### config.mk
export PLATFORM = sky130hd
export DESIGN_NAME = led_register
export DESIGN_NICKNAME = d
export VERILOG_FILES = /design/src/soc_pkg.sv /design/src/led_register.sv
export SDC_FILE = /design/constraint.sdc
export NUM_CORES = 1
export LEC_CHECK = 0
export BUFFER_PORTS_ARGS = -buffer_cell sky130_fd_sc_hd__buf_2
export CAP_MARGIN = 25
export CORE_UTILIZATION = 34
export CTS_BUF_LIST = sky130_fd_sc_hd__clkbuf_4 sky130_fd_sc_hd__clkbuf_8 sky130_fd_sc_hd__clkbuf_16
export CTS_CLUSTER_SIZE = 8
export DETAILED_ROUTE_END_ITERATION = 8
export GPL_TIMING_DRIVEN = 0
export PLACE_DENSITY = 0.83
export SYNTH_ARGS = -nofsm -noshare
export SYNTH_HDL_FRONTEND = slang
export SYNTH_SLANG_ARGS = --single-unit
### constraint.sdc
create_clock -name clock -period 1 [get_ports clock]
set_input_delay 0.2 -clock clock [delete_from_list [all_inputs] [get_ports clock]]
set_output_delay 0.2 -clock clock [all_outputs]
set_load 0.05 [all_outputs]
### src/soc_pkg.sv
package soc_pkg;

	// ========================================
	// Bus types
	// ========================================

	typedef logic [31:0] addr_t;
	typedef logic [31:0] data_t;

	// Top address nibble picks the target
	typedef logic [3:0] region_t;

	typedef logic [9:0] led_t;
	typedef logic [9:0] ram_index_t;

	// Timer register select from address bits 3..2
	typedef logic [1:0] timer_reg_t;

	typedef enum logic { IDLE, BUSY } arb_state_t;

	typedef enum logic [1:0] { PORT_INST, PORT_DATA, PORT_DMA } port_t;

	// ========================================
	// Region map
	// ========================================

	localparam region_t REGION_RAM = 4'h1;
	localparam region_t REGION_LED = 4'h4;
	localparam region_t REGION_TIMER = 4'hA;

	localparam int RAM_WORDS = 1024;

	// Timer register offsets, in words
	localparam timer_reg_t TIMER_CTRL = 2'd0;
	localparam timer_reg_t TIMER_PERIOD = 2'd1;
	localparam timer_reg_t TIMER_COUNT = 2'd2;
	localparam timer_reg_t TIMER_STATUS = 2'd3;

	// Control register bits
	localparam int TIMER_EN_BIT = 0;
	localparam int TIMER_IRQ_EN_BIT = 1;

endpackage

### src/led_register.sv
`timescale 1ns/100ps

module led_register(
	input logic clock,
	input logic i_reset,
	input logic i_request,
	input logic i_rw,
	input soc_pkg::data_t i_wdata,
	output logic o_ready,
	output soc_pkg::data_t o_rdata,
	output soc_pkg::led_t o_leds
);

	logic write;

	assign write = i_request && !o_ready && i_rw;

	always_ff @(posedge clock)
	begin
		if (i_reset)
		begin
			o_ready <= 1'b0;
			o_leds <= '0;
		end
		else
		begin
			o_ready <= i_request && !o_ready;
			// Low bits drive the LED bank
			if (write)
				o_leds <= i_wdata[9:0];
		end
	end

	assign o_rdata = soc_pkg::data_t'(o_leds);

endmodule

==> results by group <==
STA
  • Final Max Tran Viols: 0
  • Fin crit share: 106.3%
  • Hold violation count in the final report: 0
  • Final setup viols: 12
  • F_max: 940.8 MHz
  • Worst Clk Skew: ~6 ps
  • Setup WS post-layout: -62.94 ps
  • Setup TNS: -523.0 ps
  • Tmin final: approximately 1100 ps
  • RSZ-0062 raised after global routing: true

Worst setup path
  • Slowest CP cell: dfxtp_2
  • Crit. End Element: output port
  • Crit path DAT: 860 ps
  • Worst EP required: 800 ps
  • Setup CP Type: reg2out
  • Max stage delay on crit path: between 300 and 400 ps
  • Critical path peak fanout: 3
  • Crit-path leading delay family: flip-flops
  • Worst path bufs/invs: 2
  • Critical path launch point type: register
  • Crit path cell chain: buf_6, buf_8
  • R2r setup slk: 0 ps

Cells and area
  • Final net count: 179
  • # diodes: 0
  • Share of cells above drive strength 1: around 61%
  • Area grow syn2layout: 78.24%
  • Fill count: 176
  • Utilization after layout: 65.15%
  • Cell area after layout: 1291 um2

Synth
  • Synth warnings: 0
  • FF+latch count, synth: 11
  • Syn Area/Cell: 9.170 um2
  • Mapped Cells: 79
  • Post-synthesis sequential area ratio: between 30% and 40%
  • Post-synth cell types: 9
  • Most frequent cells after synthesis: 32 x buf_4, 20 x nand2b_1, 11 x dfxtp_1
  • Top post-synthesis cells by area: buf_4 33%, dfxtp_1 30%, nand2b_1 17%
  • Synthesized area: 724.4 um2
  • Yosys top cell area share: 33.16%
  • Asr flop ratio synth: 0%
  • Synth area leader: buf_4
  • Most common cell in the netlist: buf_4
  • Most used DFF post-synth: dfxtp_1
  • Post-synth EDFFs: 0

Clocking
  • CTS tree: done
  • Post-CTS Hold Buffers: 0
  • CTS Buf Count: 3
  • Root buffer cell: clkbuf_4
  • Worst-Skew Late Latency: 260 ps
  • Sink Count: 11
  • H-tree depth: 1
  • Clock slew at reported path FFs: 80 ps
  • Max clock buf depth: 2

Global route
  • Global-route wire length before repair: 2.228 mm
  • Initial antenna violation count: 0
  • GRT Total Usage: ~14%
  • Grt ovf: 0
  • Largest net degree at the start of global routing: 11
  • Vias in the first global route: between 500 and 600

Status
  • Status: finished, violations left
  • Violated checks: setup timing

Place
  • Post-DP HPWL: roughly 1.1 mm
  • Placed inst area: 1023 um2
  • Gpl congestion: approximately 0.67
  • I/O Buffers: 34

Die
  • Die W: 48.16 um
  • # rows: 16
  • Die area: ~2300 um2
  • I/O pin cnt: 79
  • Initial Utilization: 36.55%
  • Core Area: 1982 um2
  • Die height: 48.16 um

Power
  • Comb pwr share: roughly 45%
  • Power per cell area: approximately 1100 nW/um2
  • Sw frac: 39.42%
  • Tot Pwr: 0.001482 W
  • Net Switching: 0.0005842 W
  • Clock Power Share: 22.2%
  • P_leak: 0.6668 nW
  • Max VDD drop: around 0.75 mV
  • Int Pwr: roughly 0.00090 W
  • Sequential power share: 32.9%

Routing
  • TritonRoute pass-1 iters: 3
  • Total wire length: 1.697 mm
  • Total number of vias: roughly 650
  • WL per Instance: 10.04 um
  • Vias/cell: 3.828
  • Antenna-violating nets left: 0
  • DRC viols: 0
  • Drt initial violations: 2

Min path
  • Worst hold path type: in2reg

Job
  • Max-cap violations: 0
[per-layer routing]
| metal | vias up | wire [um] | global-route usage (%) |
|---|---|---|---|
| li1 | 322 | - | - |
| met1 | 290 | 578 | 14.09 |
| met2 | 35 | 977 | 28.80 |
| met3 | 0 | 142 | 3.333 |
| met4 | 0 | 0 | 3.333 |
| met5 | - | 0 | 0 |
[logic make-up after synthesis]
family                 Yosys count  synth area share [%]
other                            1                0.5176
and+or+nand+nor                 22                 19.52
buffers and inverters           35                 35.75
muxes                           10                 13.82
DFF                             11                 30.40
[cell usage in the layout (no fill, tap or decap)]
master	Yosys	routed
and3b_2	0	1
buf_2	0	13
buf_4	32	27
buf_6	1	20
buf_8	0	11
clkbuf_1	2	2
clkbuf_4	0	4
conb_1	1	22
dfxtp_2	0	10
dfxtp_4	0	1
mux2i_1	10	10
nand2b_1	20	20
nor3b_1	1	1
[flip-flops by register name (all words and copies together), names as in the netlist]
name,flops
o_leds,10
o_ready,1
[timing repair]
action / in CTS / in global routing
setup endpoints to repair: 25 / 30
resized for setup: 52 / 13
buffers inserted: 1 / 2
cloned: 0 / 1
[path summary, 6_finish.rpt]
| check | from | depth (start not counted) | to |
|---|---|---|---|
| worst max register to register | o_ready | 3 | o_leds[8] |
| worst min-delay path | i_wdata[6] | 3 | o_leds[6] |
| worst min register to register | o_ready | 1 | o_ready |
| worst max-delay path | o_leds[8] | 2 | o_rdata[8] |
[worst reg2reg max path: cells and delay by family (launching register included)]
| family | cells | cell delay (ps) |
|---|---|---|
| DFF | 1 | 350 |
| and+or+nand+nor | 1 | 260 |
| muxes | 1 | 180 |
| buffers and inverters | 1 | 140 |
[stage by stage]
step	setup slack (ps)	std cells	hold WS (ps)
2_1_floorplan	-11.06	100	347.2
3_3_place_gp	32.72	161	403.2
3_5_place_dp	-4.293	161	407.6
4_1_cts	-63.44	166	172.8
5_1_grt	-91.72	169	183.6
6_report	-62.94	169	179.5
[final cells by class]
cell class | count | area [um2] | share of cell area (%)
Buffer | 35 | 296.5 | 22.97
Multi-Input combinational cell | 54 | 325.3 | 25.19
Clock buffer | 4 | 30.03 | 2.326
Sequential cell | 11 | 236.5 | 18.31
Timing Repair Buffer | 38 | 369.1 | 28.59
Tap cell | 27 | 33.78 | 2.616
[power by group through the flow]
stage	clock network, W	registers, W	logic, W
after global routing	0.000362	0.000490	0.000703
after global placement	0	0.000487	0.000557
after detailed placement	0	0.000488	0.000562
after CTS	0.000348	0.000484	0.000637
after floorplan	0	0.000565	0.000408
final	0.000328	0.000487	0.000666
Note: power is estimated with default switching activity, not from simulation.
