--- src/soc_pkg.sv ---
package soc_pkg;

	// ========================================
	// Bus types
	// ========================================

	typedef logic [31:0] addr_t;
	typedef logic [31:0] data_t;

	// Top address nibble picks the target
	typedef logic [3:0] region_t;

	typedef logic [9:0] led_t;
	typedef logic [9:0] ram_index_t;

	// Timer register select from address bits 3..2
	typedef logic [1:0] timer_reg_t;

	typedef enum logic { IDLE, BUSY } arb_state_t;

	typedef enum logic [1:0] { PORT_INST, PORT_DATA, PORT_DMA } port_t;

	// ========================================
	// Region map
	// ========================================

	localparam region_t REGION_RAM = 4'h1;
	localparam region_t REGION_LED = 4'h4;
	localparam region_t REGION_TIMER = 4'hA;

	localparam int RAM_WORDS = 1024;

	// Timer register offsets, in words
	localparam timer_reg_t TIMER_CTRL = 2'd0;
	localparam timer_reg_t TIMER_PERIOD = 2'd1;
	localparam timer_reg_t TIMER_COUNT = 2'd2;
	localparam timer_reg_t TIMER_STATUS = 2'd3;

	// Control register bits
	localparam int TIMER_EN_BIT = 0;
	localparam int TIMER_IRQ_EN_BIT = 1;

endpackage

--- src/interval_timer.sv ---
`timescale 1ns/100ps

module interval_timer(
	input logic clock,
	input logic i_reset,
	input logic i_request,
	input logic i_rw,
	input soc_pkg::addr_t i_address,
	input soc_pkg::data_t i_wdata,
	output logic o_ready,
	output soc_pkg::data_t o_rdata,
	output logic o_irq
);

	soc_pkg::timer_reg_t reg_select;
	logic access;
	logic write;
	logic enable;
	logic irq_enable;
	logic pending;
	logic wrap;
	logic clear;
	soc_pkg::data_t period;
	soc_pkg::data_t count;
	soc_pkg::data_t ctrl_value;

	assign reg_select = i_address[3:2];
	assign access = i_request && !o_ready;
	assign write = access && i_rw;

	assign wrap = enable && (count == period);
	assign clear = write && (reg_select == soc_pkg::TIMER_STATUS) && i_wdata[0];

	// ========================================
	// Registers
	// ========================================

	always_ff @(posedge clock)
	begin
		if (i_reset)
		begin
			enable <= 1'b0;
			irq_enable <= 1'b0;
			period <= '0;
		end
		else if (write && reg_select == soc_pkg::TIMER_CTRL)
		begin
			enable <= i_wdata[soc_pkg::TIMER_EN_BIT];
			irq_enable <= i_wdata[soc_pkg::TIMER_IRQ_EN_BIT];
		end
		else if (write && reg_select == soc_pkg::TIMER_PERIOD)
			period <= i_wdata;
	end

	// Counts clock cycles, wraps at the period
	always_ff @(posedge clock)
	begin
		if (i_reset || wrap)
			count <= '0;
		else if (enable)
			count <= count + 1'b1;
	end

	// Clear beats a set in the same cycle
	always_ff @(posedge clock)
	begin
		if (i_reset || clear)
			pending <= 1'b0;
		else if (wrap)
			pending <= 1'b1;
	end

	assign o_irq = pending && irq_enable;

	// ========================================
	// Bus response
	// ========================================

	always_comb
	begin
		ctrl_value = '0;
		ctrl_value[soc_pkg::TIMER_EN_BIT] = enable;
		ctrl_value[soc_pkg::TIMER_IRQ_EN_BIT] = irq_enable;
	end

	always_ff @(posedge clock)
	begin
		if (i_reset)
			o_ready <= 1'b0;
		else
			o_ready <= access;
	end

	always_ff @(posedge clock)
	begin
		if (access)
		begin
			case (reg_select)
				soc_pkg::TIMER_CTRL: o_rdata <= ctrl_value;
				soc_pkg::TIMER_PERIOD: o_rdata <= period;
				soc_pkg::TIMER_COUNT: o_rdata <= count;
				default: o_rdata <= soc_pkg::data_t'(pending);
			endcase
		end
	end

endmodule

--- config.mk ---
export PLATFORM = sky130hd
export DESIGN_NAME = interval_timer
export DESIGN_NICKNAME = d
export VERILOG_FILES = /design/src/soc_pkg.sv /design/src/interval_timer.sv
export SDC_FILE = /design/constraint.sdc
export NUM_CORES = 1
export LEC_CHECK = 0
export BUFFER_PORTS_ARGS = -buffer_cell sky130_fd_sc_hd__buf_2
export CAP_MARGIN = 30
export CELL_PAD_IN_SITES_DETAIL_PLACEMENT = 0
export CELL_PAD_IN_SITES_GLOBAL_PLACEMENT = 1
export CORE_MARGIN = 2
export CORE_UTILIZATION = 41
export CTS_BUF_LIST = sky130_fd_sc_hd__clkbuf_4 sky130_fd_sc_hd__clkbuf_8 sky130_fd_sc_hd__clkbuf_16
export DETAILED_ROUTE_END_ITERATION = 10
export GPL_TIMING_DRIVEN = 0
export MAX_ROUTING_LAYER = met4
export PLACE_DENSITY_LB_ADDON = 0.1
export SYNTH_ARGS = -nofsm -noshare
export SYNTH_HDL_FRONTEND = slang
export SYNTH_SLANG_ARGS = --single-unit
--- constraint.sdc ---
create_clock -name clock -period 4.3 [get_ports clock]
set_input_delay 1.29 -clock clock [delete_from_list [all_inputs] [get_ports clock]]
set_output_delay 1.29 -clock clock [all_outputs]
set_load 0.02 [all_outputs]
==> reports/results.ini <==
[global_routing]
antenna_found_initial=0
grt_pass1_wl_mm=18.3
grt_pass1_vias=3409
grt_overflow_total=0
grtUsageTotal_pct=21.7
grt_max_degree=22

[routing]
antenna_left=0
wl_mm=11.6
wl_per_cell_um=17.3
drtIter0Drc=142
vias=3542
drt_first_pass_iters=6
via_per_inst=5.26
drc_errors=0

[place]
dp_cells=657
place_ws_ns=0.845
io_buffers=70
gp_congestion=0.862
dp_hpwl_mm=8.37
placed_cell_area_sq_um=5020

[synth]
ys_seq_area_share_pct=52.0
ys_warn_count=0
synthFlopType=dfxtp_1
synthArstFlopShare_pct=0
ys_seq_elements=100
synth_top_cell_area_share_pct=30.5
yosysTopAreaCell=dfxtp_1
synth_edf_count=32
avgSynthCellArea_sq_um=10.0
postSynthCellCount=446
yosysUniqueCellTypes=38
syn_area_sq_um=4460
syn_nets=515
synth.area.top_cells=dfxtp_1 (31%), edfxtp_1 (22%), xor2_1 (8.4%), nand2_1 (6.4%), a22o_1 (5.9%)

[cells_and_area]
syn_to_final_growth_pct=17.0
design_area_sq_um=5220
fillers=1086
seq_area_sq_um=2320
multi_input_area_sq_um=2000
drive_above_1_share_pct=19.7
diodes=0
fin_cells=673
nets=597
final_cell_mix=buf_2 (76), nand2_1 (76), dfxtp_1 (68)

[floorplanning]
die-height_um=108
rows=38
die_width_um=108
die_area_sq_um=11700
initial_core_util_pct=41.5
core_area_sq_um=10700
io_pins=102

[clock_tree]
path_clk_slew_ns=0.09
cts_made_buffers=9
cts_max_path_buffers=2
ctsHoldBuffers=0
cts_resized=0
clkLatencyLatePin_ns=0.36
post_cts_buffers=0
clkSinkCount=100
cts_tree=done
ctsRootBufferMaster=clkbuf_8
cts-htree-levels=3

[power]
pwr_density_cell_nw_per_um2=334
power_leakage_uw=0.00212
max-vdd-ir-drop_uv=160

[job]
maxCapViolCount=0

[setup_path]
max_stage_delay_ns=0.50
critPathMaxFanout=21
worstSetupStartpointType=primary input
critPathKind=in2reg
timing.critical_path.mode_cell=clkbuf_1
worstPathBufferInverterCount=4
critPathRequiredTime_ns=4.59
critPathTopFamily=buffers and inverters
cp-end-kind=register
cp_cell_sequence=buf_2 -> nor2b_4 -> buf_16 -> and3_1 -> clkbuf_1 -> clkbuf_1 -> nand2_1 -> a21oi_1
cp_data_arrival_time_ns=3.34
crit_slowest_cell=nor2b_4

[timing]
tightestPinTransition_ns=0.759
final-hold-violation-count=0
finClkSkew_ns=0.00980
relSlewSlack_pct=49.4
rsz0062_at_grt=false
setup_viol=0
period_minus_slack_ns=3.05
worst_slack_ns=1.25
period_share_pct=70.9
slew_violations=0
clock.fmax_mhz=328
tns_ns=0

[worst_hold_path]
min-delay-path-class=reg2reg

[run_status]
status=complete, no violations

## final cells by class
type / instances / share of cell area [%]
flip-flops and latches: 100 / 44.5
multi-input cells: 310 / 38.3
repair buffers: 71 / 7.24
well taps: 140 / 3.36
clock buffers: 12 / 2.80
plain buffers: 32 / 2.59
clock inverters: 4 / 0.959
inverters: 4 / 0.288
## power by group
part | internal (uW) | switching (uW) | leakage, uW | total, uW
logic | 44.1 | 91.0 | 0.00115 | 135
registers | 993 | 9.49 | 0.000871 | 1000
clock network | 288 | 317 | 0.0000968 | 606
total | 1330 | 418 | 0.00212 | 1740
## metrics by stage
| stage | hold WS [ns] | utilization (%) | total power [uW] |
|---|---|---|---|
| floorplan | 0.435 | - | 1100 |
| global route | 0.511 | 48.6 | 1810 |
| global placement | 0.468 | 46.4 | 1160 |
| detailed placement | 0.475 | 46.8 | 1160 |
| CTS | 0.488 | 48.6 | 1760 |
| finish | 0.489 | 48.6 | 1740 |
## state kept, by name, summed over array words and instances, names as in the netlist
name / cells
count: 32
o_rdata: 32
period: 32
enable: 1
irq_enable: 1
o_ready: 1
pending: 1
## routing by layer
metal | global-route usage [%] | routed length [um] | vias to the layer above
li1 | - | - | 1747
met1 | 27.9 | 5390 | 1702
met2 | 34.6 | 5480 | 77
met3 | 3.92 | 492 | 16
met4 | 7.33 | 259 | 0
met5 | - | 0 | -
## final timing paths
check        startpoint    endpoint  slack, ns  cells past startpoint
min reg2reg  period[23]  period[23]       0.49                      2
min          period[23]  period[23]       0.49                      2
max reg2reg   count[24]   count[29]       1.81                      7
max           i_request  period[11]       1.25                      8
## kinds of logic (layout without fill, tap and decap cells)
group	Yosys count	count (layout)	synth area share, %
simple gates	171	171	19.6
mux	9	9	2.30
buf+inv	36	123	3.36
fa+ha+maj	1	1	0.280
xor+xnor	57	57	11.2
compound gates	72	72	11.2
flops	100	100	52.0
## synth_stat cells, types with 2 or more instances
cell,count
and2_1,3
xor2_1,43
a22o_1,30
inv_1,4
xnor2_1,14
nor3_1,30
nor2_1,8
clkbuf_1,23
nand4_1,8
buf_4,2
nand2_1,76
buf_2,6
and4_1,7
edfxtp_1,32
nor2b_1,5
o21ai_0,2
nand3_1,14
dfxtp_1,68
mux2i_1,8
and3_1,4
nor4_1,9
a21oi_1,34
## worst register-to-register path: stages (launching register included)
cell and delay [ns]:
dfxtp_1 0.31, clkbuf_1 0.30, xor2_1 0.12, nor4_1 0.34, nand4_1 0.31, nor4_4 0.54
buf_2 0.34, nor4_1 0.09
No activity file was read; power rests on OpenSTA's default activity.
