==> src/soc_pkg.sv <==
package soc_pkg;

	// ========================================
	// Bus types
	// ========================================

	typedef logic [31:0] addr_t;
	typedef logic [31:0] data_t;

	// Top address nibble picks the target
	typedef logic [3:0] region_t;

	typedef logic [9:0] led_t;
	typedef logic [9:0] ram_index_t;

	// Timer register select from address bits 3..2
	typedef logic [1:0] timer_reg_t;

	typedef enum logic { IDLE, BUSY } arb_state_t;

	typedef enum logic [1:0] { PORT_INST, PORT_DATA, PORT_DMA } port_t;

	// ========================================
	// Region map
	// ========================================

	localparam region_t REGION_RAM = 4'h1;
	localparam region_t REGION_LED = 4'h4;
	localparam region_t REGION_TIMER = 4'hA;

	localparam int RAM_WORDS = 1024;

	// Timer register offsets, in words
	localparam timer_reg_t TIMER_CTRL = 2'd0;
	localparam timer_reg_t TIMER_PERIOD = 2'd1;
	localparam timer_reg_t TIMER_COUNT = 2'd2;
	localparam timer_reg_t TIMER_STATUS = 2'd3;

	// Control register bits
	localparam int TIMER_EN_BIT = 0;
	localparam int TIMER_IRQ_EN_BIT = 1;

endpackage

==> src/bus_arbiter.sv <==
`timescale 1ns/100ps

module bus_arbiter(
	input logic clock,
	input logic i_reset,

	input logic i_inst_request,
	input soc_pkg::addr_t i_inst_address,
	output logic o_inst_ready,
	output soc_pkg::data_t o_inst_rdata,

	input logic i_data_request,
	input logic i_data_rw,
	input soc_pkg::addr_t i_data_address,
	input soc_pkg::data_t i_data_wdata,
	output logic o_data_ready,
	output soc_pkg::data_t o_data_rdata,

	input logic i_dma_request,
	input logic i_dma_rw,
	input soc_pkg::addr_t i_dma_address,
	input soc_pkg::data_t i_dma_wdata,
	output logic o_dma_ready,
	output soc_pkg::data_t o_dma_rdata,

	output logic o_bus_request,
	output logic o_bus_rw,
	output soc_pkg::addr_t o_bus_address,
	output soc_pkg::data_t o_bus_wdata,
	input logic i_bus_ready,
	input soc_pkg::data_t i_bus_rdata
);

	soc_pkg::arb_state_t state;
	soc_pkg::port_t grant;
	logic any_request;

	assign any_request = i_data_request || i_dma_request || i_inst_request;

	// Held for the whole transfer, dropped after the ready cycle
	always_ff @(posedge clock)
	begin
		if (i_reset)
			state <= soc_pkg::IDLE;
		else if (state == soc_pkg::IDLE)
		begin
			if (any_request)
				state <= soc_pkg::BUSY;
		end
		else if (i_bus_ready)
			state <= soc_pkg::IDLE;
	end

	// Fixed priority: data, dma, then inst
	always_ff @(posedge clock)
	begin
		if (state == soc_pkg::IDLE)
		begin
			if (i_data_request)
			begin
				grant <= soc_pkg::PORT_DATA;
				o_bus_rw <= i_data_rw;
				o_bus_address <= i_data_address;
				o_bus_wdata <= i_data_wdata;
			end
			else if (i_dma_request)
			begin
				grant <= soc_pkg::PORT_DMA;
				o_bus_rw <= i_dma_rw;
				o_bus_address <= i_dma_address;
				o_bus_wdata <= i_dma_wdata;
			end
			else
			begin
				// Instruction fetch only reads
				grant <= soc_pkg::PORT_INST;
				o_bus_rw <= 1'b0;
				o_bus_address <= i_inst_address;
				o_bus_wdata <= '0;
			end
		end
	end

	assign o_bus_request = (state == soc_pkg::BUSY);

	// Response goes back to the granted port only
	assign o_inst_ready = o_bus_request && (grant == soc_pkg::PORT_INST) && i_bus_ready;
	assign o_data_ready = o_bus_request && (grant == soc_pkg::PORT_DATA) && i_bus_ready;
	assign o_dma_ready = o_bus_request && (grant == soc_pkg::PORT_DMA) && i_bus_ready;

	assign o_inst_rdata = (grant == soc_pkg::PORT_INST) ? i_bus_rdata : '0;
	assign o_data_rdata = (grant == soc_pkg::PORT_DATA) ? i_bus_rdata : '0;
	assign o_dma_rdata = (grant == soc_pkg::PORT_DMA) ? i_bus_rdata : '0;

	// A port only sees ready while it still holds its request
	assert property (@(posedge clock) disable iff (i_reset)
		(!o_inst_ready || i_inst_request) && (!o_data_ready || i_data_request)
			&& (!o_dma_ready || i_dma_request))
		else $error("bus_arbiter: ready to a port without a request");

endmodule

==> config.mk <==
export PLATFORM = sky130hd
export DESIGN_NAME = bus_arbiter
export DESIGN_NICKNAME = d
export VERILOG_FILES = /design/src/soc_pkg.sv /design/src/bus_arbiter.sv
export SDC_FILE = /design/constraint.sdc
export NUM_CORES = 1
export LEC_CHECK = 0
export BUFFER_PORTS_ARGS = -buffer_cell sky130_fd_sc_hd__buf_2
export CORE_AREA = 2 2 142 144
export DETAILED_ROUTE_END_ITERATION = 10
export DIE_AREA = 0 0 144 146
export GPL_ROUTABILITY_DRIVEN = 1
export GPL_TIMING_DRIVEN = 0
export PLACE_DENSITY = 0.59
export SLEW_MARGIN = 15
export SYNTH_ARGS = -nofsm -noshare
export SYNTH_HDL_FRONTEND = slang
export SYNTH_SLANG_ARGS = --single-unit
==> constraint.sdc <==
create_clock -name clock -period 4.95 [get_ports clock]
set_input_delay 0 -clock clock [delete_from_list [all_inputs] [get_ports clock]]
set_output_delay 0 -clock clock [all_outputs]
set_load 0.05 [all_outputs]
==> flow_summary.rst <==
.. list-table::
   :header-rows: 1

   * - Metric
     - Value
   * - Total vias in the final route
     - 4,356
   * - Power density over cell area
     - 287 nW/um^2
   * - Clock tree from TritonCTS
     - done
   * - Peak Freq
     - 500 MHz
   * - Syn avg cell area
     - 11.4 sq um
   * - Number of hold buffers added after CTS
     - 99
   * - Switching power as a share of total power
     - 37.8%
   * - Primary FF master, synth
     - edfxtp_1
   * - Crit path largest cell delay
     - 550 ps
   * - Num Clock Sinks
     - 68
   * - Post-Syn Nets
     - 531
   * - Seq cells post-synth
     - 68
   * - Count of endpoints failing hold in the final timing report
     - 0
   * - Synth top cells by count
     - 96 x and2_1, 67 x edfxtp_1, 33 x a22o_1
   * - RSZ-0062 raised after global routing
     - false
   * - Yosys warning count
     - 0
   * - Setup repair bufs after CTS
     - 0
   * - Iter 0 DRT Violations
     - 167
   * - Final setup violation count
     - 0
   * - Die area
     - 21,000 sq um
   * - Critical Path End Type
     - register
   * - Synth top area share
     - 53.4%
   * - Maximum number of pins on one net before global-route repair
     - 46
   * - Worst path buffer plus inverter count
     - 5
   * - Critical path class
     - in -> reg
   * - Fraction of the yosys area taken by sequential cells
     - 54.0%
   * - Vias in the first global route
     - 4,284
   * - Resized cells post-CTS
     - 0
   * - Area delta synth->final
     - 91.2%
   * - Kind of launch point of the worst setup path
     - primary input
   * - Fraction of registers with async set/reset
     - 0%
   * - DP Wirelength
     - 12,900 um
   * - Most frequently used cell type in the post-synthesis netlist
     - and2_1
   * - Portion of total power attributed to the clock network
     - 28.3%
   * - Vias per inst
     - 4.05
   * - I/O Buffers
     - 363
   * - Slew HR
     - 55.2%
   * - Number of enable-type register cells in the synthesized netlist
     - 67
   * - First-pass GRT wire length
     - 23,600 um
   * - GRT Util Overall
     - 15.0%
   * - Setup tns final
     - 0 ps
   * - Leakage power total
     - 3.66 nW
   * - Number of rows in the core area
     - 51
   * - Worst-case clock buffer depth
     - 2
   * - Cell class contributing the biggest share of worst-path delay
     - buffers and inverters
   * - Clock tree root driver cell
     - clkbuf_16
   * - Net switching power of the design
     - 783 uW
   * - Routed wire length
     - 16,700 um
   * - Fraction of the cycle the final worst path needs
     - 40.4%
   * - Boundary pin count
     - 365
   * - Post-Syn Instances
     - 331
   * - Clock-pin slew on the worst setup and hold paths
     - 60 ps
   * - Routability congestion estimate
     - 0.809
   * - Fin. max-slew vios
     - 0
   * - Antenna violations before repair
     - 1
   * - Largest cells by area after synthesis
     - edfxtp_1 53%, and2_1 16%, mux2i_1 8.5%
   * - Placeable Area
     - 19,300 sq um
   * - Final core utilization
     - 37.2%
   * - Cell Chain, Critical Path
     - dlygate4sd3_1 > buf_2 > buf_4 > clkbuf_1 > a22o_1 > dlygate4sd3_1
   * - Height of the die
     - 146 um
   * - Sequential power share
     - 34.6%
   * - Grt ovf
     - 0
   * - Clock period minus worst slack
     - 2000 ps
   * - Number of maximum-capacitance constraint violations
     - 0
   * - Starting density of the core
     - 19.5%
   * - Result of the run
     - complete, no violations
   * - Worst path most repeated cell
     - dlygate4sd3_1
   * - Type of the tightest min-delay check
     - in -> reg
   * - Library cell with the largest summed area after synthesis
     - edfxtp_1
   * - Slowest stage cell, crit path
     - dlygate4sd3_1
   * - Combinational Power Share
     - 37.2%
   * - Yosys cell types
     - 18
   * - Worst VDD drop
     - 0.147 mV
   * - Combined area of all synthesized cells
     - 3770 sq um
   * - Setup Skew
     - 7.00 ps
   * - Antenna-violating nets left
     - 0
   * - Number of detailed-routing iterations run before antenna repair
     - 4
   * - Number of clock buffers inserted by TritonCTS
     - 9
   * - DRC errors left
     - 0
   * - Horiz. Die Dim
     - 144 um
   * - Endpoint required time on the critical path
     - 5150 ps
   * - Actual slew at the worst max-slew pin
     - 672 ps
   * - Maximum fanout count along the critical path
     - 10
   * - Average wire length per cell after detail routing
     - 15.5 um
   * - Clk Latency, worst-skew pair
     - 340 ps
   * - Pint
     - 1.29 mW
   * - Worst EP arrival
     - 2200 ps
   * - Ratio of cells with drive above 1 in the final layout
     - 48.3%
   * - NumNets Final
     - 1,005
   * - Max H-tree Level
     - 3
registers in the layout (all words and copies together), names as in the netlist:
signal and flops:
o_bus_rw 1, grant 2, o_bus_address 32, o_bus_wdata 32, o_bus_request 1
kinds of logic (layout without fill, tap and decap cells):
family | after synthesis | count (layout) | synth area share (%)
simple gates | 136 | 136 | 20.7
compound gates | 66 | 66 | 12.1
buf+inv | 29 | 508 | 4.75
mux | 32 | 32 | 8.51
flops | 68 | 68 | 54.0
other cells | 0 | 1 | 0
tightest hold or removal path, cell delays in order:
cell     delay [ps]
buf_2            70
mux2i_1          50
o21ai_0         130
power groups by stage:
stage	Sequential [mW]	Clock (mW)	Combinational (mW)
3_5_place_dp	0.728	0	0.704
6_report	0.716	0.585	0.769
4_1_cts	0.716	0.616	0.774
3_3_place_gp	0.729	0	0.698
2_1_floorplan	0.921	0	0.284
5_1_grt	0.721	0.635	0.811
path summary, 6_finish.rpt:
path / start / end / slack, ps / depth (start not counted)
worst min-delay path: i_inst_address[19] / o_bus_address[19]$_DFFE_PN_ / 20 / 3
worst min register to register: o_bus_request$_SDFF_PP0_ / o_bus_address[1]$_DFFE_PN_ / 920 / 1
worst max register to register: o_bus_request$_SDFF_PP0_ / o_bus_request$_SDFF_PP0_ / 3480 / 3
worst max-delay path: i_data_request / o_bus_wdata[25]$_DFFE_PN_ / 2950 / 6
cells in the final DEF (no fill, tap or decap):
| cell type | count |
|---|---|
| a211oi_1 | 1 |
| a22o_1 | 33 |
| and2_1 | 96 |
| and2b_1 | 2 |
| and3_1 | 3 |
| buf_16 | 1 |
| buf_2 | 365 |
| buf_4 | 2 |
| buf_6 | 8 |
| clkbuf_1 | 19 |
| clkbuf_16 | 9 |
| clkinv_2 | 2 |
| clkinv_4 | 1 |
| clkinvlp_4 | 1 |
| dfxtp_1 | 1 |
| diode_2 | 1 |
| dlygate4sd3_1 | 99 |
| edfxtp_1 | 67 |
| inv_4 | 1 |
| mux2i_1 | 32 |
| nand2_1 | 32 |
| nor2_1 | 1 |
| nor2b_4 | 1 |
| nor4_1 | 1 |
| o21ai_0 | 32 |
stage by stage:
stage	area (sq um)	setup WS (ps)	std cells	total power, mW	hold WS [ps]
2_1_floorplan	3770	2630	331	1.21	78.5
3_3_place_gp	5910	2080	959	1.43	165
3_5_place_dp	5940	3430	960	1.43	174
4_1_cts	7200	2870	1075	2.11	4.06
5_1_grt	7200	2790	1076	2.17	15.8
6_report	7200	2950	1076	2.07	21.3
routing by layer:
layer	share of wire (%)	up-vias	wire length [um]	track usage, %
li1	-	2129	-	-
met1	39	1980	6570	16.3
met4	1.7	0	292	4.22
met5	0	-	0	0
met3	7.0	18	1160	3.98
met2	52	229	8670	28.3
area by class of cell:
cell class	count	area [sq um]
fill	1972	12100
buffer	28	175
timing repair buffer	463	2840
multi-input combinational	234	1560
sequential	68	2030
clock buffer	12	236
inverter	1	6.26
tap	265	332
clock inverter	4	26.3
antenna	1	2.50
No activity file was read; power rests on OpenSTA's default activity.
