### src/soc_pkg.sv
package soc_pkg;

	// ========================================
	// Bus types
	// ========================================

	typedef logic [31:0] addr_t;
	typedef logic [31:0] data_t;

	// Top address nibble picks the target
	typedef logic [3:0] region_t;

	typedef logic [9:0] led_t;
	typedef logic [9:0] ram_index_t;

	// Timer register select from address bits 3..2
	typedef logic [1:0] timer_reg_t;

	typedef enum logic { IDLE, BUSY } arb_state_t;

	typedef enum logic [1:0] { PORT_INST, PORT_DATA, PORT_DMA } port_t;

	// ========================================
	// Region map
	// ========================================

	localparam region_t REGION_RAM = 4'h1;
	localparam region_t REGION_LED = 4'h4;
	localparam region_t REGION_TIMER = 4'hA;

	localparam int RAM_WORDS = 1024;

	// Timer register offsets, in words
	localparam timer_reg_t TIMER_CTRL = 2'd0;
	localparam timer_reg_t TIMER_PERIOD = 2'd1;
	localparam timer_reg_t TIMER_COUNT = 2'd2;
	localparam timer_reg_t TIMER_STATUS = 2'd3;

	// Control register bits
	localparam int TIMER_EN_BIT = 0;
	localparam int TIMER_IRQ_EN_BIT = 1;

endpackage

### src/bus_decoder.sv
`timescale 1ns/100ps

module bus_decoder(
	input logic clock,
	input logic i_reset,
	input logic i_bus_request,
	input soc_pkg::addr_t i_bus_address,

	output logic o_ram_request,
	output logic o_led_request,
	output logic o_timer_request,

	input logic i_ram_ready,
	input logic i_led_ready,
	input logic i_timer_ready,
	input soc_pkg::data_t i_ram_rdata,
	input soc_pkg::data_t i_led_rdata,
	input soc_pkg::data_t i_timer_rdata,

	output logic o_bus_ready,
	output soc_pkg::data_t o_bus_rdata
);

	soc_pkg::region_t region;
	logic ram_select;
	logic led_select;
	logic timer_select;
	logic unmapped_ready;

	assign region = i_bus_address[31:28];

	assign ram_select = (region == soc_pkg::REGION_RAM);
	assign led_select = (region == soc_pkg::REGION_LED);
	assign timer_select = (region == soc_pkg::REGION_TIMER);

	assign o_ram_request = i_bus_request && ram_select;
	assign o_led_request = i_bus_request && led_select;
	assign o_timer_request = i_bus_request && timer_select;

	// Unmapped responder, answers like a target so the bus never hangs
	always_ff @(posedge clock)
	begin
		if (i_reset)
			unmapped_ready <= 1'b0;
		else
			unmapped_ready <= i_bus_request && !ram_select && !led_select
				&& !timer_select && !unmapped_ready;
	end

	always_comb
	begin
		if (ram_select)
		begin
			o_bus_ready = i_ram_ready;
			o_bus_rdata = i_ram_rdata;
		end
		else if (led_select)
		begin
			o_bus_ready = i_led_ready;
			o_bus_rdata = i_led_rdata;
		end
		else if (timer_select)
		begin
			o_bus_ready = i_timer_ready;
			o_bus_rdata = i_timer_rdata;
		end
		else
		begin
			o_bus_ready = unmapped_ready;
			o_bus_rdata = '0;
		end
	end

	// At most one responder answers in a cycle
	assert property (@(posedge clock) disable iff (i_reset)
		$onehot0({i_ram_ready, i_led_ready, i_timer_ready, unmapped_ready}))
		else $error("bus_decoder: two targets answered");

	// Every target answers one cycle after the request rises
	assert property (@(posedge clock) disable iff (i_reset)
		$rose(i_bus_request) |=> o_bus_ready)
		else $error("bus_decoder: late response on the bus");

endmodule

### config.mk
export PLATFORM = sky130hd
export DESIGN_NAME = bus_decoder
export DESIGN_NICKNAME = d
export VERILOG_FILES = /design/src/soc_pkg.sv /design/src/bus_decoder.sv
export SDC_FILE = /design/constraint.sdc
export NUM_CORES = 1
export LEC_CHECK = 0
export BUFFER_PORTS_ARGS = -buffer_cell sky130_fd_sc_hd__buf_2
export CAP_MARGIN = 20
export CORE_AREA = 2 2 65 67
export CTS_CLUSTER_SIZE = 24
export DETAILED_ROUTE_END_ITERATION = 12
export DIE_AREA = 0 0 67 69
export PLACE_DENSITY = 0.72
export SYNTH_ARGS = -nofsm -noshare
export SYNTH_HDL_FRONTEND = slang
export SYNTH_SLANG_ARGS = --single-unit
### constraint.sdc
create_clock -name clock -period 1 [get_ports clock]
set_input_delay 0.05 -clock clock [delete_from_list [all_inputs] [get_ports clock]]
set_output_delay 0.05 -clock clock [all_outputs]
set_load 0.1 [all_outputs]
==> results of run 1 <==
[synthesized netlist by cell type]
| library cell | number |
|---|---|
| nand2b_1 | 1 |
| and2_1 | 3 |
| a222oi_1 | 32 |
| nor4b_4 | 2 |
| inv_1 | 33 |
| nand2_1 | 1 |
| a22oi_1 | 1 |
| a221oi_2 | 1 |
| a2111oi_1 | 1 |
| buf_2 | 7 |
| buf_6 | 3 |
| and4bb_1 | 1 |
| nor2b_1 | 1 |
| nor4_1 | 1 |
| dfxtp_1 | 1 |
| and2b_2 | 1 |
| nor2_1 | 1 |
[worst paths after layout]
kind                               end                      start  slack [ps]  depth (start not counted)
max                        o_bus_ready          i_bus_address[28]        -280                          6
min          unmapped_ready$_SDFF_PP0_                    i_reset         340                          4
max reg2reg  unmapped_ready$_SDFF_PP0_  unmapped_ready$_SDFF_PP0_         150                          4
min reg2reg  unmapped_ready$_SDFF_PP0_  unmapped_ready$_SDFF_PP0_         680                          4
[cell type report]
cell class	instances	area, um2
fillers	341	1630
inverters	33	124
multi-input cells	47	509
flip-flops and latches	1	20.0
well taps	50	62.6
repair buffers	162	1570
[worst max-delay path: stages]
cell       delay, ps
buf_8            100
nor4b_4          340
buf_12           190
a2111oi_4         50
a221oi_4         270
buf_12           210
[through the flow]
stage | area, um2 | worst slack, ps | util
floorplan | 726 | -605 | -
finish | 2280 | -278 | 0.583
CTS | 2240 | -349 | 0.572
global placement | 2080 | -304 | 0.530
detailed placement | 2080 | -354 | 0.530
global route | 2280 | -379 | 0.583
[layout by cell type (no fill, tap or decap), types with 2 or more instances in the layout]
cell / Yosys / layout
buf_12: 0 / 40
buf_8: 0 / 4
a222oi_1: 32 / 32
buf_4: 0 / 10
nor4b_4: 2 / 2
buf_2: 7 / 101
and2_4: 0 / 3
inv_2: 0 / 32
buf_6: 3 / 4
buf_16: 0 / 2
[timing repair]
item | in CTS | in global routing
setup endpoints to repair | 37 | 37
hold buffers | 0 | 0
pin swaps | 1 | 5
cloned | 2 | 1
setup buffers | 6 | 2
resized for setup | 15 | 5
[per-layer routing]
layer  up-vias  track usage
met5         -            0
met4         0            0
met2       102        0.342
li1        684            -
met3         0       0.0212
met1       657        0.171
[cells by family (layout without fill, tap and decap cells)]
group,count (synthesis),in the layout,synth area share
AND/OR/NAND/NOR,12,12,0.168
AO/OA/AOI/OAI,35,35,0.519
flip-flops,1,1,0.0295
buffers and inverters,43,195,0.284
[where the power goes]
group / internal (mW) / switching [mW] / leakage [nW]
combinational: 0.547 / 0.749 / 1.22
clock: 0 / 0 / 0
sequential: 0.0434 / 0.00156 / 0.00827
==> results.json, run 1 <==
{
  "powerDensity_mw_per_mm2": 587,
  "maxSlewHeadroom": 0.746,
  "ys_ff_latch": 1,
  "failed_checks": "setup timing",
  "drt_pass1_iterations": 7,
  "endpoint_kind": "primary output",
  "placed_cells": 283,
  "num_rows": 23,
  "grt_first_pass_wirelength_um": 6130,
  "final-hold-violation-count": 0,
  "syn_nets": 225,
  "post-route-worst-setup-slack_ps": -278,
  "initial_core_util": 0.174,
  "core_mm2": 0.00391,
  "vias": 1443,
  "rsz0062_at_grt": "yes",
  "fin_nets": 379,
  "regMostFlops": "unmapped_ready",
  "tightest_slew_ps": 382,
  "status": "finished, violations left",
  "worstSkewPairLatency_ps": 0,
  "met2_length_um": 2250,
  "layout-drive-gt1-share": 0.835,
  "max_freq_mhz": 782,
  "syn_avg_cell_area_um2": 7.47,
  "finalSetupTns_ps": -8510,
  "path_clk_slew_ps": 0,
  "startpoint_type": "input pin",
  "maxSlewViolCount": 0,
  "yosys.cell_types.count": 17,
  "leakage_nw": 1.23,
  "ir_drop_v": 0.000289,
  "gp_congestion": 0.801,
  "biggestRegsByFlops": "unmapped_ready: 1 flops",
  "ioPinCount": 170,
  "largest_reg_flops": 1,
  "diodes": 0,
  "hpwlAfterDp_um": 3200,
  "wl_met1_um": 1400,
  "power_mw": 1.34,
  "die_x_um": 67,
  "worstPathRequired_ps": 950,
  "antenna_found_initial": 0,
  "syn_inst": 91,
  "cp_max_fo": 7,
  "synth_top_area_frac": 0.471,
  "arrival_ps": 1230,
  "routed_wl_um": 4170,
  "grt_overflow": 0,
  "port_buffers": 141,
  "cap_violations": 0,
  "top_layer": "met3",
  "skew_ps": 0,
  "path_class": "input pin to primary output",
  "grt_usage": 0.163,
  "fin_crit_sh": 1.28,
  "drtIter0Drc": 113,
  "syn_area_um2": 679,
  "yosys.area.top_type": "a222oi_1",
  "stdcell_count": 293,
  "synth_area_leaders": "a222oi_1 (47%), inv_1 (18%), nor4b_4 (7.0%)",
  "setup-violations-final": 36,
  "fin_crit_ps": 1280,
  "met3_length_um": 519,
  "syn2layout_area_growth_pct": 236,
  "die_h_um": 69,
  "grt_max_degree": 19,
  "yosysSeqAreaShare": 0.0295,
  "drc": 0,
  "hold_path_class": "input pin to register",
  "viasPerCell": 4.92,
  "final_antenna_net_count": 0,
  "hold_ws_ps": 338,
  "dieArea_mm2": 0.00462,
  "grt_pass1_vias": 1423,
  "yosys_warnings": 0,
  "wire_per_inst_um": 14.2
}
Power figures use the tool's default switching activity.
==> inputs of run 2 (changes only) <==
--- a/config.mk
+++ b/config.mk
@@ -5,7 +5,7 @@
 export SDC_FILE = /design/constraint.sdc
 export NUM_CORES = 1
 export LEC_CHECK = 0
-export BUFFER_PORTS_ARGS = -buffer_cell sky130_fd_sc_hd__buf_2
+export BUFFER_PORTS_ARGS = -buffer_cell sky130_fd_sc_hd__buf_4
 export CAP_MARGIN = 20
 export CORE_AREA = 2 2 65 67
 export CTS_CLUSTER_SIZE = 24
==> results.json, run 2 (synthesis results as in run 1) <==
{
  "syn2layout_area_growth_pct": 259,
  "diodes": 0,
  "fin_crit_sh": 1.32,
  "grt_usage": 0.167,
  "hold_ws_ps": 314,
  "final_util": 0.624,
  "stdcell_count": 286,
  "failed_checks": "setup timing",
  "maxSlewHeadroom": 0.693,
  "dieArea_mm2": 0.00462,
  "most-common-layout-cells": "buf_4 (106), buf_12 (40), a222oi_1 (32), inv_2 (32), buf_6 (5)",
  "final_antenna_net_count": 0,
  "skew_ps": 0,
  "viasPerCell": 5.05,
  "finalSetupTns_ps": -7630,
  "post-route-worst-setup-slack_ps": -317,
  "grt_first_pass_wirelength_um": 6380,
  "tightest_slew_ps": 460,
  "wire_per_inst_um": 14.9,
  "routed_wl_um": 4260,
  "slowest_delay_ps": 450,
  "maxSlewViolCount": 0,
  "arrival_ps": 1270,
  "fin_nets": 372,
  "core_mm2": 0.00391,
  "cpMostUsedCell": "buf_12",
  "powerDensity_mw_per_mm2": 584,
  "ioPinCount": 170,
  "status": "finished, violations left",
  "regMostFlops": "unmapped_ready",
  "cp_max_fo": 6,
  "drt_pass1_iterations": 5,
  "dpl_cell_area_mm2": 0.00187,
  "worstSkewPairLatency_ps": 0,
  "path_class": "input pin to primary output",
  "port_buffers": 141,
  "gp_congestion": 0.742,
  "startpoint_type": "input pin",
  "initial_core_util": 0.174,
  "num_rows": 23,
  "layout-drive-gt1-share": 0.835,
  "max_freq_mhz": 759,
  "vias": 1443,
  "slowest_stage": "a222oi_1",
  "drtIter0Drc": 134,
  "cap_violations": 0,
  "largest_reg_flops": 1,
  "grt_max_degree": 22,
  "antenna_found_initial": 0,
  "grt_overflow": 0,
  "final-hold-violation-count": 0,
  "hpwlAfterDp_um": 3010,
  "die_x_um": 67,
  "drc": 0,
  "endpoint_kind": "primary output",
  "grt_pass1_vias": 1479,
  "die_h_um": 69,
  "path_cells": "buf_8, nor4b_4, buf_6, buf_12, a222oi_1, inv_2, buf_12",
  "placed_cells": 282,
  "setup-violations-final": 36,
  "biggestRegsByFlops": "unmapped_ready: 1 flops",
  "worstPathRequired_ps": 950,
  "leakage_nw": 1.27,
  "finalInstanceArea_mm2": 0.00244,
  "fin_crit_ps": 1320,
  "hold_path_class": "input pin to register",
  "ctsHoldBuffers": 0,
  "rsz0062_at_grt": "yes",
  "layout_commonest_cell": "buf_4",
  "path_clk_slew_ps": 0,
  "ir_drop_v": 0.000363
}
-- run 2: path summary, 6_finish.rpt --
kind                                                start                        end  slack (ps)  cells past startpoint
worst max register to register  unmapped_ready$_SDFF_PP0_  unmapped_ready$_SDFF_PP0_         180                      4
worst min register to register  unmapped_ready$_SDFF_PP0_  unmapped_ready$_SDFF_PP0_         650                      4
worst max-delay path                    i_bus_address[30]             o_bus_rdata[3]        -320                      7
worst min-delay path                              i_reset  unmapped_ready$_SDFF_PP0_         310                      4
-- run 2: through the flow --
step | setup slack, ps | power [mW]
finish | -317 | 1.43
floorplan | -605 | 0.713
detailed placement | -378 | 1.18
CTS | -282 | 1.40
global placement | -362 | 1.17
global route | -355 | 1.48
-- run 2: what timing repair did --
action                     4_1_cts  5_1_grt
cloned                           1        1
resized for setup              116       11
buffers inserted                 2        1
setup endpoints to repair       37       37
pin swaps                        6       10
-- run 2: report_power, final --
| part | total [mW] | internal [mW] | switching [mW] |
|---|---|---|---|
| sequential | 0.0447 | 0.0434 | 0.00138 |
| combinational | 1.38 | 0.639 | 0.742 |
| clock | 0 | 0 | 0 |
-- run 2: metal layers --
metal / track usage / share of wire
met4: 0.0249 / 0.011
met2: 0.331 / 0.54
met1: 0.168 / 0.30
met3: 0.0457 / 0.15
met5: 0 / 0
-- run 2: worst max-delay path, delay by kind of cell --
kind	cells	cell delay, ps
AOI/OAI and AO/OA	1	450
and+or+nand+nor	1	130
buffers and inverters	5	620
-- run 2: cell type report --
type | instances | area [um2]
timing repair buffer | 155 | 1720
fill | 333 | 1470
multi-input combinational | 47 | 513
inverter | 33 | 124
tap | 50 | 62.6
sequential | 1 | 20.0
==> inputs of run 3 (changes only) <==
--- a/config.mk
+++ b/config.mk
@@ -11,6 +11,7 @@
 export CTS_CLUSTER_SIZE = 24
 export DETAILED_ROUTE_END_ITERATION = 12
 export DIE_AREA = 0 0 67 69
+export GPL_TIMING_DRIVEN = 0
 export PLACE_DENSITY = 0.72
 export SYNTH_ARGS = -nofsm -noshare
 export SYNTH_HDL_FRONTEND = slang
==> constraint.sdc (replaced) <==
create_clock -name clock -period 1 [get_ports clock]
set_input_delay 0.1 -clock clock [delete_from_list [all_inputs] [get_ports clock]]
set_output_delay 0.1 -clock clock [all_outputs]
set_load 0.1 [all_outputs]
==> results.json, run 3 (synthesis results as in run 1) <==
{
  "status": "finished, violations left",
  "failed_checks": "setup timing",
  "most-common-layout-cells": "buf_4 (107), a222oi_1 (32), inv_2 (32), buf_12 (22), buf_8 (18)",
  "viasPerCell": 4.91,
  "gp_congestion": 0.740,
  "regArea_um2": 20.0,
  "fin_crit_ps": 1390,
  "final-hold-violation-count": 0,
  "leakage_nw": 1.32,
  "p_int_mw": 0.664,
  "grt_first_pass_wirelength_um": 6840,
  "final_util": 0.633,
  "biggestRegsByFlops": "unmapped_ready: 1 flops",
  "power_mw": 1.41,
  "ioPinCount": 170,
  "finalInstanceArea_mm2": 0.00248,
  "regMostFlops": "unmapped_ready",
  "cpMostUsedCell": "buf_12",
  "cp_top_family": "buffers and inverters",
  "powerDensity_mw_per_mm2": 568,
  "diodes": 0,
  "fin_nets": 382,
  "cp_max_fo": 7,
  "post-route-worst-setup-slack_ps": -392,
  "cap_violations": 0,
  "swShare": 0.528,
  "startpoint_type": "input pin",
  "endpoint_kind": "primary output",
  "grt_max_degree": 11,
  "antenna_found_initial": 0,
  "initial_core_util": 0.174,
  "fillers": 346,
  "max_freq_mhz": 719,
  "fin_crit_sh": 1.39,
  "tightest_slew_ps": 382,
  "routed_wl_um": 4560,
  "layout-drive-gt1-share": 0.837,
  "power_frac_seq": 0.034,
  "num_rows": 23,
  "vias": 1454,
  "finalSetupTns_ps": -11820,
  "slowest_delay_ps": 350,
  "largest_reg_flops": 1,
  "syn2layout_area_growth_pct": 265,
  "clkPwrFrac": 0,
  "core_mm2": 0.00391,
  "p_comb_frac": 0.966,
  "maxSlewViolCount": 0,
  "cp_num_buf_inv": 3,
  "dpl_cell_area_mm2": 0.00186,
  "hpwlAfterDp_um": 3120,
  "rsz0062_at_grt": "yes",
  "dieArea_mm2": 0.00462,
  "drtIter0Drc": 171,
  "path_clk_slew_ps": 0,
  "worstPathRequired_ps": 900,
  "layout_commonest_cell": "buf_4",
  "switchingPower_mw": 0.742,
  "wire_per_inst_um": 15.4,
  "hold_path_class": "input pin to register",
  "drc": 0,
  "ir_drop_v": 0.000267,
  "drt_pass1_iterations": 8,
  "path_cells": "buf_8, nor4b_4, buf_12, a2111oi_4, a221oi_4, buf_12",
  "path_class": "input pin to primary output",
  "grt_overflow": 0,
  "setup-violations-final": 37,
  "slowest_stage": "nor4b_4",
  "port_buffers": 141,
  "grt_usage": 0.181,
  "die_x_um": 67,
  "grt_pass1_vias": 1495,
  "ctsHoldBuffers": 0,
  "maxSlewHeadroom": 0.746,
  "die_h_um": 69,
  "skew_ps": 0,
  "multi_input_area_um2": 509,
  "arrival_ps": 1290,
  "worstSkewPairLatency_ps": 0,
  "final_antenna_net_count": 0
}
## run 3: cell count changes in the layout (fill, tap and decap cells not counted), sizes merged
cell,delta
buf,+10
## run 3: area by class of cell
cell class,count,share of cell area
tap,50,0.0252
timing repair buffer,155,0.658
sequential,1,0.00808
buffer,10,0.0530
multi-input combinational,47,0.205
inverter,33,0.0500
## run 3: timing repair
action | CTS | global route
gates cloned | 4 | 1
setup endpoints to repair | 37 | 37
resized for setup | 110 | 7
buffers inserted | 7 | 3
pin swaps | 17 | 9
## run 3: metal layers
metal  vias up  track usage  share of wire
met1       669        0.193           0.33
li1        689            -              -
met3         4       0.0310           0.11
met4         0       0.0159         0.0083
met5         -            0              0
met2        92        0.364           0.55
## run 3: tightest hold or removal path, delay by kind of cell
family / cells / cell delay, ps
buffers and inverters: 1 / 80
AND/OR/NAND/NOR: 3 / 130
## run 3: final timing paths
| check | startpoint | to | slack, ps | cells after the start |
|---|---|---|---|---|
| max | i_bus_address[31] | o_bus_ready | -390 | 6 |
| min reg2reg | unmapped_ready$_SDFF_PP0_ | unmapped_ready$_SDFF_PP0_ | 630 | 3 |
| max reg2reg | unmapped_ready$_SDFF_PP0_ | unmapped_ready$_SDFF_PP0_ | 160 | 3 |
| min | i_reset | unmapped_ready$_SDFF_PP0_ | 360 | 4 |
## run 3: stage by stage
stage	hold slack (ps)	setup WS, ps	instances
after floorplan	219	-705	91
after global placement	342	-734	282
after detailed placement	346	-734	282
after CTS	367	-367	293
after global routing	387	-442	296
final	364	-392	296
## run 3: power by group through the flow
stage                     combinational, mW  clock [mW]  sequential [mW]
after global routing                   1.41           0           0.0478
after global placement                 1.12           0           0.0472
after CTS                              1.34           0           0.0472
after detailed placement               1.12           0           0.0473
after floorplan                       0.669           0           0.0465
final                                  1.36           0           0.0473
